<file path="src/source/dataflowPkg.sv">
package dataflowPkg;

  // Operand and result widths
  localparam int operandWidth = 16;
  localparam int resultWidth = 32;

  // Slots in the pair FIFO branch
  localparam int pairDepth = 4;

  // Slots in the product buffer behind the multiplier
  localparam int productDepth = 2;

  // Register stages in the multiplier ahead of its buffer
  localparam int mulStages = 2;

  // Operand token as it enters the kernel
  typedef struct packed {
    logic [operandWidth-1:0] a;
    logic [operandWidth-1:0] b;
  } operandPair_t;

endpackage

</file>
<file path="src/source/elasticFifo.sv">
`timescale 1ns/10ps

module elasticFifo #(
  parameter int numSlots = 2,
  parameter type payload_t = logic [31:0]
) (
  input  logic     clk,
  input  logic     rst,
  input  payload_t ins,
  input  logic     insValid,
  output logic     insReady,
  output payload_t outs,
  output logic     outsValid,
  input  logic     outsReady
);

  // Storage and circular indices
  payload_t mem [numSlots];
  logic [$clog2(numSlots)-1:0] head;
  logic [$clog2(numSlots)-1:0] tail;
  logic [$clog2(numSlots)-1:0] headNext;
  logic [$clog2(numSlots)-1:0] tailNext;

  logic full;
  logic empty;
  logic readEn;
  logic writeEn;

  // Indices wrap on their own since numSlots is a power of two
  assign headNext = head + 1'b1;
  assign tailNext = tail + 1'b1;

  // A full buffer still takes a word when the consumer reads this cycle
  assign insReady = ~full | outsReady;
  assign writeEn = insValid & (~full | outsReady);
  assign readEn = outsReady & ~empty;

  assign outsValid = ~empty;
  assign outs = mem[head];

  always_ff @(posedge clk) begin
    if (writeEn) begin
      mem[tail] <= ins;
    end
  end

  // Write pointer
  always_ff @(posedge clk or posedge rst) begin
    if (rst) begin
      tail <= '0;
    end else if (writeEn) begin
      tail <= tailNext;
    end
  end

  // Read pointer
  always_ff @(posedge clk or posedge rst) begin
    if (rst) begin
      head <= '0;
    end else if (readEn) begin
      head <= headNext;
    end
  end

  // Full only changes when filling without draining or the reverse
  always_ff @(posedge clk or posedge rst) begin
    if (rst) begin
      full <= 1'b0;
    end else begin
      if (writeEn & ~readEn) begin
        if (tailNext == head) begin
          full <= 1'b1;
        end
      end else if (~writeEn & readEn) begin
        full <= 1'b0;
      end
    end
  end

  // Empty follows the same rule from the other side
  always_ff @(posedge clk or posedge rst) begin
    if (rst) begin
      empty <= 1'b1;
    end else begin
      if (~writeEn & readEn) begin
        if (headNext == tail) begin
          empty <= 1'b1;
        end
      end else if (writeEn & ~readEn) begin
        empty <= 1'b0;
      end
    end
  end

endmodule

</file>
<file path="src/source/tokenFork.sv">
`timescale 1ns/10ps

module tokenFork (
  input  logic                     clk,
  input  logic                     rst,
  input  logic                     inValid,
  input  dataflowPkg::operandPair_t inData,
  output logic                     inReady,
  output logic                     mulValid,
  output dataflowPkg::operandPair_t mulData,
  input  logic                     mulReady,
  output logic                     pairValid,
  output dataflowPkg::operandPair_t pairData,
  input  logic                     pairReady
);

  // Set once a branch has taken the current token
  logic mulDone;
  logic pairDone;
  // Goes high on the first edge after reset is released
  logic started;
  logic inFire;

  // Both branches see the same token
  assign mulData = inData;
  assign pairData = inData;

  assign mulValid = started & inValid & ~mulDone;
  assign pairValid = started & inValid & ~pairDone;

  // Input completes when every branch is served now or earlier
  assign inReady = started & (mulDone | mulReady) & (pairDone | pairReady);
  assign inFire = inValid & inReady;

  always_ff @(posedge clk or posedge rst) begin
    if (rst) begin
      started <= 1'b0;
    end else begin
      started <= 1'b1;
    end
  end

  always_ff @(posedge clk or posedge rst) begin
    if (rst) begin
      mulDone <= 1'b0;
      pairDone <= 1'b0;
    end else if (inFire) begin
      mulDone <= 1'b0;
      pairDone <= 1'b0;
    end else begin
      if (mulValid & mulReady) begin
        mulDone <= 1'b1;
      end
      if (pairValid & pairReady) begin
        pairDone <= 1'b1;
      end
    end
  end

endmodule

</file>
<file path="src/source/mulPipe.sv">
`timescale 1ns/10ps

module mulPipe (
  input  logic                                clk,
  input  logic                                rst,
  input  logic                                opValid,
  input  dataflowPkg::operandPair_t            opData,
  output logic                                opReady,
  output logic                                prodValid,
  output logic [dataflowPkg::resultWidth-1:0] prodData,
  input  logic                                prodReady
);

  // Stage 0 holds the operands, later stages hold the product
  dataflowPkg::operandPair_t opStage;
  logic [dataflowPkg::resultWidth-1:0] prodStage [1:dataflowPkg::mulStages-1];
  logic [dataflowPkg::resultWidth-1:0] mulResult;

  logic [dataflowPkg::mulStages-1:0] stageValid;
  logic [dataflowPkg::mulStages-1:0] stageAdvance;
  logic bufReady;

  // Full width product of the registered operands
  assign mulResult = opStage.a * opStage.b;

  // A stage moves when it is empty or the stage after it moves
  always_comb begin
    stageAdvance[dataflowPkg::mulStages-1] = ~stageValid[dataflowPkg::mulStages-1] | bufReady;
    for (int i = dataflowPkg::mulStages - 2; i >= 0; i--) begin
      stageAdvance[i] = ~stageValid[i] | stageAdvance[i+1];
    end
  end

  assign opReady = stageAdvance[0];

  always_ff @(posedge clk or posedge rst) begin
    if (rst) begin
      stageValid <= '0;
    end else begin
      if (stageAdvance[0]) begin
        stageValid[0] <= opValid;
      end
      for (int i = 1; i < dataflowPkg::mulStages; i++) begin
        if (stageAdvance[i]) begin
          stageValid[i] <= stageValid[i-1];
        end
      end
    end
  end

  // Payload registers load only when a token actually moves in
  always_ff @(posedge clk) begin
    if (stageAdvance[0] & opValid) begin
      opStage <= opData;
    end
    if (stageAdvance[1] & stageValid[0]) begin
      prodStage[1] <= mulResult;
    end
    for (int i = 2; i < dataflowPkg::mulStages; i++) begin
      if (stageAdvance[i] & stageValid[i-1]) begin
        prodStage[i] <= prodStage[i-1];
      end
    end
  end

  // Buffer absorbs products while the join is waiting on the pair branch
  elasticFifo #(
    .numSlots (dataflowPkg::productDepth),
    .payload_t(logic [dataflowPkg::resultWidth-1:0])
  ) productBuf (
    .clk      (clk),
    .rst      (rst),
    .ins      (prodStage[dataflowPkg::mulStages-1]),
    .insValid (stageValid[dataflowPkg::mulStages-1]),
    .insReady (bufReady),
    .outs     (prodData),
    .outsValid(prodValid),
    .outsReady(prodReady)
  );

endmodule

</file>
<file path="src/source/tokenJoin.sv">
`timescale 1ns/10ps

module tokenJoin (
  input  logic                                clk,
  input  logic                                rst,
  input  logic                                prodValid,
  input  logic [dataflowPkg::resultWidth-1:0] prodData,
  output logic                                prodReady,
  input  logic                                pairValid,
  input  dataflowPkg::operandPair_t            pairData,
  output logic                                pairReady,
  output logic                                resValid,
  output logic [dataflowPkg::resultWidth-1:0] resData,
  input  logic                                resReady
);

  logic [dataflowPkg::operandWidth-1:0] absDiff;
  logic [dataflowPkg::resultWidth-1:0] sum;
  logic outFree;
  logic fire;

  // Output register can load when empty or being drained
  assign outFree = ~resValid | resReady;

  // Both inputs are consumed together or not at all
  assign fire = prodValid & pairValid & outFree;
  assign prodReady = fire;
  assign pairReady = fire;

  // Unsigned distance between the two operands
  always_comb begin
    if (pairData.a >= pairData.b) begin
      absDiff = pairData.a - pairData.b;
    end else begin
      absDiff = pairData.b - pairData.a;
    end
  end

  // Wraps modulo 2^32
  assign sum = prodData + {{(dataflowPkg::resultWidth - dataflowPkg::operandWidth){1'b0}}, absDiff};

  always_ff @(posedge clk or posedge rst) begin
    if (rst) begin
      resValid <= 1'b0;
    end else if (fire) begin
      resValid <= 1'b1;
    end else if (resReady) begin
      resValid <= 1'b0;
    end
  end

  always_ff @(posedge clk) begin
    if (fire) begin
      resData <= sum;
    end
  end

endmodule

</file>
<file path="src/source/dataflowKernel.sv">
`timescale 1ns/10ps

module dataflowKernel (
  input  logic                                clk,
  input  logic                                rst,
  input  logic                                inValid,
  input  dataflowPkg::operandPair_t            inData,
  output logic                                inReady,
  output logic                                resValid,
  output logic [dataflowPkg::resultWidth-1:0] resData,
  input  logic                                resReady
);

  // Fork to multiplier branch
  logic                      mulValid;
  dataflowPkg::operandPair_t mulData;
  logic                      mulReady;

  // Fork to pair FIFO branch
  logic                      pairValid;
  dataflowPkg::operandPair_t pairData;
  logic                      pairReady;

  // Branch outputs into the join
  logic                                prodValid;
  logic [dataflowPkg::resultWidth-1:0] prodData;
  logic                                prodReady;
  logic                                qValid;
  dataflowPkg::operandPair_t            qData;
  logic                                qReady;

  tokenFork fork0 (
    .clk      (clk),
    .rst      (rst),
    .inValid  (inValid),
    .inData   (inData),
    .inReady  (inReady),
    .mulValid (mulValid),
    .mulData  (mulData),
    .mulReady (mulReady),
    .pairValid(pairValid),
    .pairData (pairData),
    .pairReady(pairReady)
  );

  mulPipe mul0 (
    .clk      (clk),
    .rst      (rst),
    .opValid  (mulValid),
    .opData   (mulData),
    .opReady  (mulReady),
    .prodValid(prodValid),
    .prodData (prodData),
    .prodReady(prodReady)
  );

  // Keeps the operands around until the product catches up
  elasticFifo #(
    .numSlots (dataflowPkg::pairDepth),
    .payload_t(dataflowPkg::operandPair_t)
  ) pairFifo (
    .clk      (clk),
    .rst      (rst),
    .ins      (pairData),
    .insValid (pairValid),
    .insReady (pairReady),
    .outs     (qData),
    .outsValid(qValid),
    .outsReady(qReady)
  );

  tokenJoin join0 (
    .clk      (clk),
    .rst      (rst),
    .prodValid(prodValid),
    .prodData (prodData),
    .prodReady(prodReady),
    .pairValid(qValid),
    .pairData (qData),
    .pairReady(qReady),
    .resValid (resValid),
    .resData  (resData),
    .resReady (resReady)
  );

endmodule

</file>
<file path="config.mk">
export PLATFORM = sky130hd
export DESIGN_NAME = dataflowKernel
export DESIGN_NICKNAME = d
export VERILOG_FILES = /design/src/source/dataflowPkg.sv /design/src/source/elasticFifo.sv /design/src/source/tokenFork.sv /design/src/source/mulPipe.sv /design/src/source/tokenJoin.sv /design/src/source/dataflowKernel.sv
export SDC_FILE = /design/constraint.sdc
export NUM_CORES = 1
export LEC_CHECK = 0
export ABC_AREA = 1
export BUFFER_PORTS_ARGS = -buffer_cell sky130_fd_sc_hd__buf_2
export CAP_MARGIN = 30
export CELL_PAD_IN_SITES_DETAIL_PLACEMENT = 1
export CELL_PAD_IN_SITES_GLOBAL_PLACEMENT = 2
export CORE_MARGIN = 1
export CORE_UTILIZATION = 43
export CTS_CLUSTER_DIAMETER = 80
export DETAILED_ROUTE_END_ITERATION = 8
export PLACE_DENSITY = 0.87
export SLEW_MARGIN = 25
export SYNTH_ARGS = -nofsm -noshare
export SYNTH_HDL_FRONTEND = slang
export SYNTH_SLANG_ARGS = --single-unit
</file>
<file path="constraint.sdc">
create_clock -name clk -period 11.3 [get_ports clk]
set_input_delay 0.565 -clock clk [delete_from_list [all_inputs] [get_ports clk]]
set_output_delay 0.565 -clock clk [all_outputs]
set_load 0.02 [all_outputs]
</file>
==> out/qor.txt, run 1 <==
Slew margin rel. = 36.7%
Synthesized netlist cell count = 2743
1st-iter DRT viols = 934
Clk_lat worst skew = 0.57 ns
Seq/Total Area, Yosys = 38.1%
Final min period = 6.06 ns
Setup bufs post-CTS = 0
# IOs = 70
Inserted Diodes = 0
Yosys cell types = 46
Status = finished clean
Main flop type after synthesis = edfxtp_1
Share of cells above drive strength 1 = 6.63%
Num Clock Sinks = 304
Post-route DRC violation count = 0
Met1 WL = 28200 um
CP endpoint kind = flip-flop
Placed Area = 24700 um2
Avg WL per Cell = 19.0 um
Layout area overhead = 8.67%
Metal2 WL = 33100 um
Via/cell ratio = 5.13
Hpwl dp = 51600 um
DR vias = 17900
Layout Skew = 0.0215 ns
Total track usage = 24.5%
Placer Congestion = 0.874
Worst path max stage delay = 0.97 ns
Die W = 237 um
H-tree depth = 2
Hold crit path type = in -> async
# hold bufs at CTS = 0
RSZ-0062 raised after global routing = no
Routed wire length = 66200 um
Inserted Clock Buffers = 36
Required time worst endpoint = 11.61 ns
Mean Syn Cell Area = 8.67 um2
Post-layout nets = 3154
Initial core utilization = 43.9%
Most common cell on crit path = fa_1
Final setup vio count = 0
Die area = 56300 um2
Largest area contributor in the netlist = edfxtp_1
Largest net degree at the start of global routing = 67
Post-route antenna net violation count = 0
Critical path's slowest cell = edfxtp_1
Fmax = 0.165 GHz
Core area = 54200 um2
Maximum clock insertion buffer count = 3
Async S/R FF share, synth = 5.26%
Critical Path, Cell by Cell = nand2_1 > fa_1 > fa_1 > inv_1 > fa_1 > fa_1 > fa_1 > inv_1 > fa_1 > inv_1 > ha_1 > nand2_1 > nor2_1 > inv_1 > nor3_1 > nand3_1 > nand4_1 > nand2_1
Synth top area cells = edfxtp_1, fa_1, nand2_1, inv_1, ha_1
Syn. warnings = 0
Number of global-route vias before repair = 19800
Top post-synthesis cells by count = nand2_1, inv_1, edfxtp_1
Most common cell in the netlist = nand2_1
Critical path class = reg -> reg
Port bufs = 69
Fin crit share = 53.6%
DIE HEIGHT = 237 um
Crit path max fanout = 16
Uppermost layer routed = met4
Yosys top cell area share = 36.4%
Fillers = 6431
Yosys reg bits = 304
Final Util = 47.7%
Worst-margin pin slew = 0.949 ns
CTS tree = built
Wire length of the first global-routing pass = 107000 um
Gr ovfl total = 0
Cts repair resizes = 0
Max_cap viols = 0
Final max-slew violation count = 0
Final hold violations = 0
Cell row count = 85
Number of synthesized flops with an enable pin = 288
Post-route cell area = 25800 um2
Clock slew at reported path FFs = 0.06 ns
Met3 wire length = 2520 um
Crit path DAT = 6.38 ns
Setup TNS = 0 ns
Post-Syn Area = 23800 um2
Pre-antenna DRT Iters = 5
Initial antenna violation count = 0
Root buffer cell = clkbuf_16
Total nets after synthesis = 3131
Setup crit start kind = flip-flop
==> sequential cells by signal (all words and copies together) (netlist names), 2 cells and up <==
signal / count
join0.resData: 32
mul0.opStage: 32
mul0.prodStage: 32
mul0.productBuf.mem: 64
mul0.stageValid: 2
pairFifo.head: 2
pairFifo.mem: 128
pairFifo.tail: 2
==> path summary, 6_finish.rpt <==
| kind | startpoint | endpoint | slack [ns] | cells past startpoint |
|---|---|---|---|---|
| worst max-delay path | mul0.opStage[7] | mul0.prodStage[1][24] | 5.24 | 18 |
| worst min-delay path | rst | fork0.mulDone | 0.09 | 2 |
| worst max register to register | mul0.opStage[7] | mul0.prodStage[1][24] | 5.24 | 18 |
| worst min register to register | mul0.prodStage[1][27] | mul0.productBuf.mem[0][27] | 0.44 | 0 |
| max in group asynchronous | rst | pairFifo.head[0] | 10.74 | 2 |
| min in group clk | inData[7] | mul0.opStage[7] | 0.24 | 1 |
==> cell usage in the layout (no fill, tap or decap), types with 4 or more instances in the layout <==
cell	Yosys	final
o21ai_0	35	35
nand4_1	20	20
a32oi_1	30	30
dfrtp_1	14	13
inv_1	581	579
ha_1	155	155
clkbuf_16	0	36
xnor2_1	9	9
nor2_2	7	12
nor2_1	98	92
buf_4	3	12
o21ai_1	5	5
nand2_2	9	9
nand3_1	85	85
nand2_1	924	924
clkinv_2	0	5
clkinv_1	0	7
a21oi_1	90	90
o21bai_1	6	6
fa_1	197	197
edfxtp_1	288	288
inv_2	8	10
buf_2	3	69
xor2_1	46	46
o21ai_2	6	6
nand3b_1	4	4
clkbuf_1	77	6
or2_2	4	4
==> worst max-delay path, delay by kind of cell, from the launching register on <==
family                     cells  cell delay (ns)
buffers and inverters          4             0.23
DFF                            1             0.97
and+or+nand+nor                7             1.15
adders and majority gates      7             3.45
==> layout make-up <==
class	count	area [um2]	share of cell area, %
Multi-Input combinational cell	1753	12100	46.9
Clock inverter	22	205	0.794
Timing Repair Buffer	82	463	1.79
Sequential cell	304	9050	35.0
Inverter	589	2210	8.55
Tap cell	696	871	3.37
Clock buffer	42	923	3.57
==> logic make-up after synthesis <==
family | synth area share [%]
flops | 38.1
buf+inv | 11.1
fa+ha+maj | 24.7
simple gates | 19.6
compound gates | 4.55
other cells | 0.0158
xor+xnor | 2.03
==> per-layer routing <==
metal / global-route usage (%) / vias to the layer above
met5: 0 / -
met4: 9.05 / 0
met3: 3.02 / 111
met2: 43.6 / 314
met1: 30.5 / 9015
li1: - / 8463
==> through the flow <==
stage | hold WS, ns | cells | setup slack (ns)
finish | 0.0897 | 3488 | 5.24
global route | 0.136 | 3488 | 4.99
CTS | 0.0789 | 3488 | 5.27
detailed placement | 0.431 | 3424 | 5.27
global placement | 0.423 | 3423 | 5.43
floorplan | 0.421 | 2743 | 5.99
Power of run 1 is not shown: default switching activity piles up to over one toggle a cycle in this logic, so the estimate is an artifact.
==> run 2, diff against run 1 <==
--- a/config.mk
+++ b/config.mk
@@ -11,10 +11,10 @@
 export CELL_PAD_IN_SITES_DETAIL_PLACEMENT = 1
 export CELL_PAD_IN_SITES_GLOBAL_PLACEMENT = 2
 export CORE_MARGIN = 1
-export CORE_UTILIZATION = 43
+export CORE_UTILIZATION = 36
 export CTS_CLUSTER_DIAMETER = 80
 export DETAILED_ROUTE_END_ITERATION = 8
-export PLACE_DENSITY = 0.87
+export PLACE_DENSITY = 0.78
 export SLEW_MARGIN = 25
 export SYNTH_ARGS = -nofsm -noshare
 export SYNTH_HDL_FRONTEND = slang
==> constraint.sdc (replaced) <==
create_clock -name clk -period 5 [get_ports clk]
set_input_delay 0.25 -clock clk [delete_from_list [all_inputs] [get_ports clk]]
set_output_delay 0.25 -clock clk [all_outputs]
set_load 0.02 [all_outputs]
==> run 2 against run 1 <==
Against the previous run: the flow now finishes with violations (setup timing); routed wire length rose by 6.2%; via count grew 3.9%; worst setup slack got worse by 5.6 ns; core utilization shrank 2.5 points; worst hold slack got worse by 0.050 ns; largest cell class unchanged; critical path type unchanged; clock-buffer cell count unchanged; critical path depth increased by 5; die area is 19% higher; sequential cell count unchanged.
==> out/qor.txt, run 2 (synthesized netlist as in run 1, its figures left out) <==
Status = finished with violations
Failing checks = setup timing
Number of global-route vias before repair = 20500 (+3.6%)
Critical path class = reg -> reg
Cell row count = 93 (+9.4%)
Worst-margin pin slew = 0.844 ns (-0.105 ns)
Placed cells = 3742 (+9.3%)
Post-route antenna net violation count = 0 (unchanged)
Fmax = 0.185 GHz (+12%)
Placed Area = 26400 um2 (+6.9%)
Post-route DRC violation count = 0 (unchanged)
Die area = 67100 um2 (+19%)
Final setup vio count = 20 (+20)
Final hold violations = 0 (unchanged)
Hold Slack = 0.0397 ns (-0.0500 ns)
Most frequent cells in the layout = nand2_1, inv_1, edfxtp_1, fa_1, buf_4
WHS Endpoint = mul0.opStage[4]
Max_cap viols = 0 (unchanged)
Pre-antenna DRT Iters = 5 (unchanged)
CTS tree = built
Routed wire length = 70200 um (+6.2%)
Inserted Clock Buffers = 36 (unchanged)
Setup crit start kind = flip-flop
Inserted Diodes = 0 (unchanged)
Die W = 259 um (+9.2%)
Via/cell ratio = 4.80 (-6.4%)
RSZ-0062 raised after global routing = yes
1st-iter DRT viols = 797 (-15%)
Slew margin rel. = 43.7% (+7.0 points)
Placer Congestion = 0.868 (-0.63%)
Layout area overhead = 23.0%
Layout Skew = 0.0332 ns (+0.0117 ns)
R2R cell count = 23 (+5)
Final WS setup = -0.402 ns (-5.64 ns)
Reg2reg start = mul0.opStage[4]
Placement Setup Slack = -0.478 ns (-5.75 ns)
Crit path DAT = 5.70 ns (-0.68 ns)
Clk_lat worst skew = 0.56 ns (about the same)
Commonest non-fill, non-tap cell in the layout = nand2_1
Largest net degree at the start of global routing = 51 (-24%)
Worst hold path cell count = 1
Hpwl dp = 54100 um (+4.8%)
Port bufs = 69 (unchanged)
Post-layout nets = 3380 (+7.2%)
Num Clock Sinks = 304 (unchanged)
Largest registers = pairFifo.mem x128, mul0.productBuf.mem x64
Fin crit share = 108% (+54 points)
Max FFs per register = 128 (unchanged)
Biggest register = pairFifo.mem
Final max-slew violation count = 0 (unchanged)
Final min period = 5.40 ns (-0.660 ns)
Reg2Reg Setup Slack = -0.40 ns (-5.64 ns)
Initial core utilization = 36.7% (-7.2 points)
Initial antenna violation count = 0 (unchanged)
Total track usage = 21.0% (-3.6 points)
Non-Filler Instances = 3873 (+11%)
Maximum clock insertion buffer count = 3 (unchanged)
Clock slew at reported path FFs = 0.06 ns (about the same)
Gr ovfl total = 0 (unchanged)
H-tree depth = 2 (unchanged)
Share of cells above drive strength 1 = 19.8% (+13 points)
Core area = 64800 um2 (+19%)
Root buffer cell = clkbuf_16
# IOs = 70 (unchanged)
CP endpoint kind = flip-flop
Required time worst endpoint = 5.29 ns (-6.32 ns)
Hold crit path type = in -> reg
Wire length of the first global-routing pass = 110000 um (+3.1%)
Avg WL per Cell = 18.1 um (-4.4%)
DIE HEIGHT = 259 um (+9.2%)
Post-route cell area = 29300 um2 (+13%)
R2r endpoint = mul0.prodStage[1][26]
DR vias = 18600 (+3.9%)
Crit path max fanout = 12 (-4)
Hold Crit Start = inData[4]
## run 2: changes by cell type in the layout (fill, tap and decap cells not counted), moves of 16 or more
cell and delta:
inv_1 -43, inv_2 +39, nor2_4 +16, ha_1 -17, buf_6 +32, nand2_1 -70, nand2_2 +45, buf_12 +17
nand2_4 +23, a21oi_1 -19, buf_4 +140, dlygate4sd3_1 +33, nor2_1 -23
## run 2: critical path, cell delays in order, from the launching register on
cell and delay [ns]:
edfxtp_1 0.41, buf_12 0.17, nand2_1 0.06, inv_1 0.06, fa_1 0.53, inv_1 0.05
fa_1 0.46, fa_1 0.52, inv_1 0.07, fa_2 0.47, fa_1 0.51, inv_1 0.06
fa_1 0.49, inv_2 0.05, ha_4 0.23, nand2_2 0.11, inv_1 0.08, a21oi_4 0.21
nor2_4 0.08, buf_4 0.14, o21bai_2 0.15, nand3_1 0.11, nand2_1 0.07, nand2_1 0.05
## run 2: timing repair
item,in CTS,in global routing
pin swaps,21,54
hold buffers,33,0
hold endpoints to repair,157,0
gates cloned,0,4
setup endpoints to repair,23,44
gates resized for setup,156,155
setup buffers,13,17
## run 2: cell type report
type                       instances  area, um2
tap                              855       1070
timing repair buffer             308       2620
clock inverter                    22        203
multi-input combinational       1753      13200
inverter                         589       2220
sequential                       304       9050
fill                            7485      35600
clock buffer                      42        943
## run 2: layer usage
metal / up-vias / share of wire [%] / track usage (%)
li1: 8926 / - / -
met1: 9294 / 45 / 26.9
met2: 279 / 49 / 36.9
met3: 101 / 3.5 / 2.24
met4: 0 / 2.8 / 6.69
met5: - / 0 / 0
## run 2: worst max-delay path by stage
stage | startpoint | to | slack (ns) | depth (start not counted)
floorplan | mul0.opStage[4] | mul0.prodStage[1][27] | -0.01 | 22
global placement | mul0.opStage[29] | mul0.prodStage[1][28] | -0.43 | 19
detailed placement | mul0.opStage[29] | mul0.prodStage[1][20] | -0.48 | 19
CTS | mul0.opStage[23] | mul0.prodStage[1][26] | -0.31 | 19
global route | mul0.opStage[23] | mul0.prodStage[1][26] | -0.54 | 22
finish | mul0.opStage[4] | mul0.prodStage[1][26] | -0.40 | 23
## run 2: metrics by stage
stage,util [%],TNS (ns)
5_1_grt,45.1,-8.32
4_1_cts,44.0,-4.39
3_3_place_gp,40.8,-6.68
3_5_place_dp,40.8,-8.25
2_1_floorplan,-,-0.0217
6_report,45.1,-4.93
Power of run 2 is left out for the same reason.
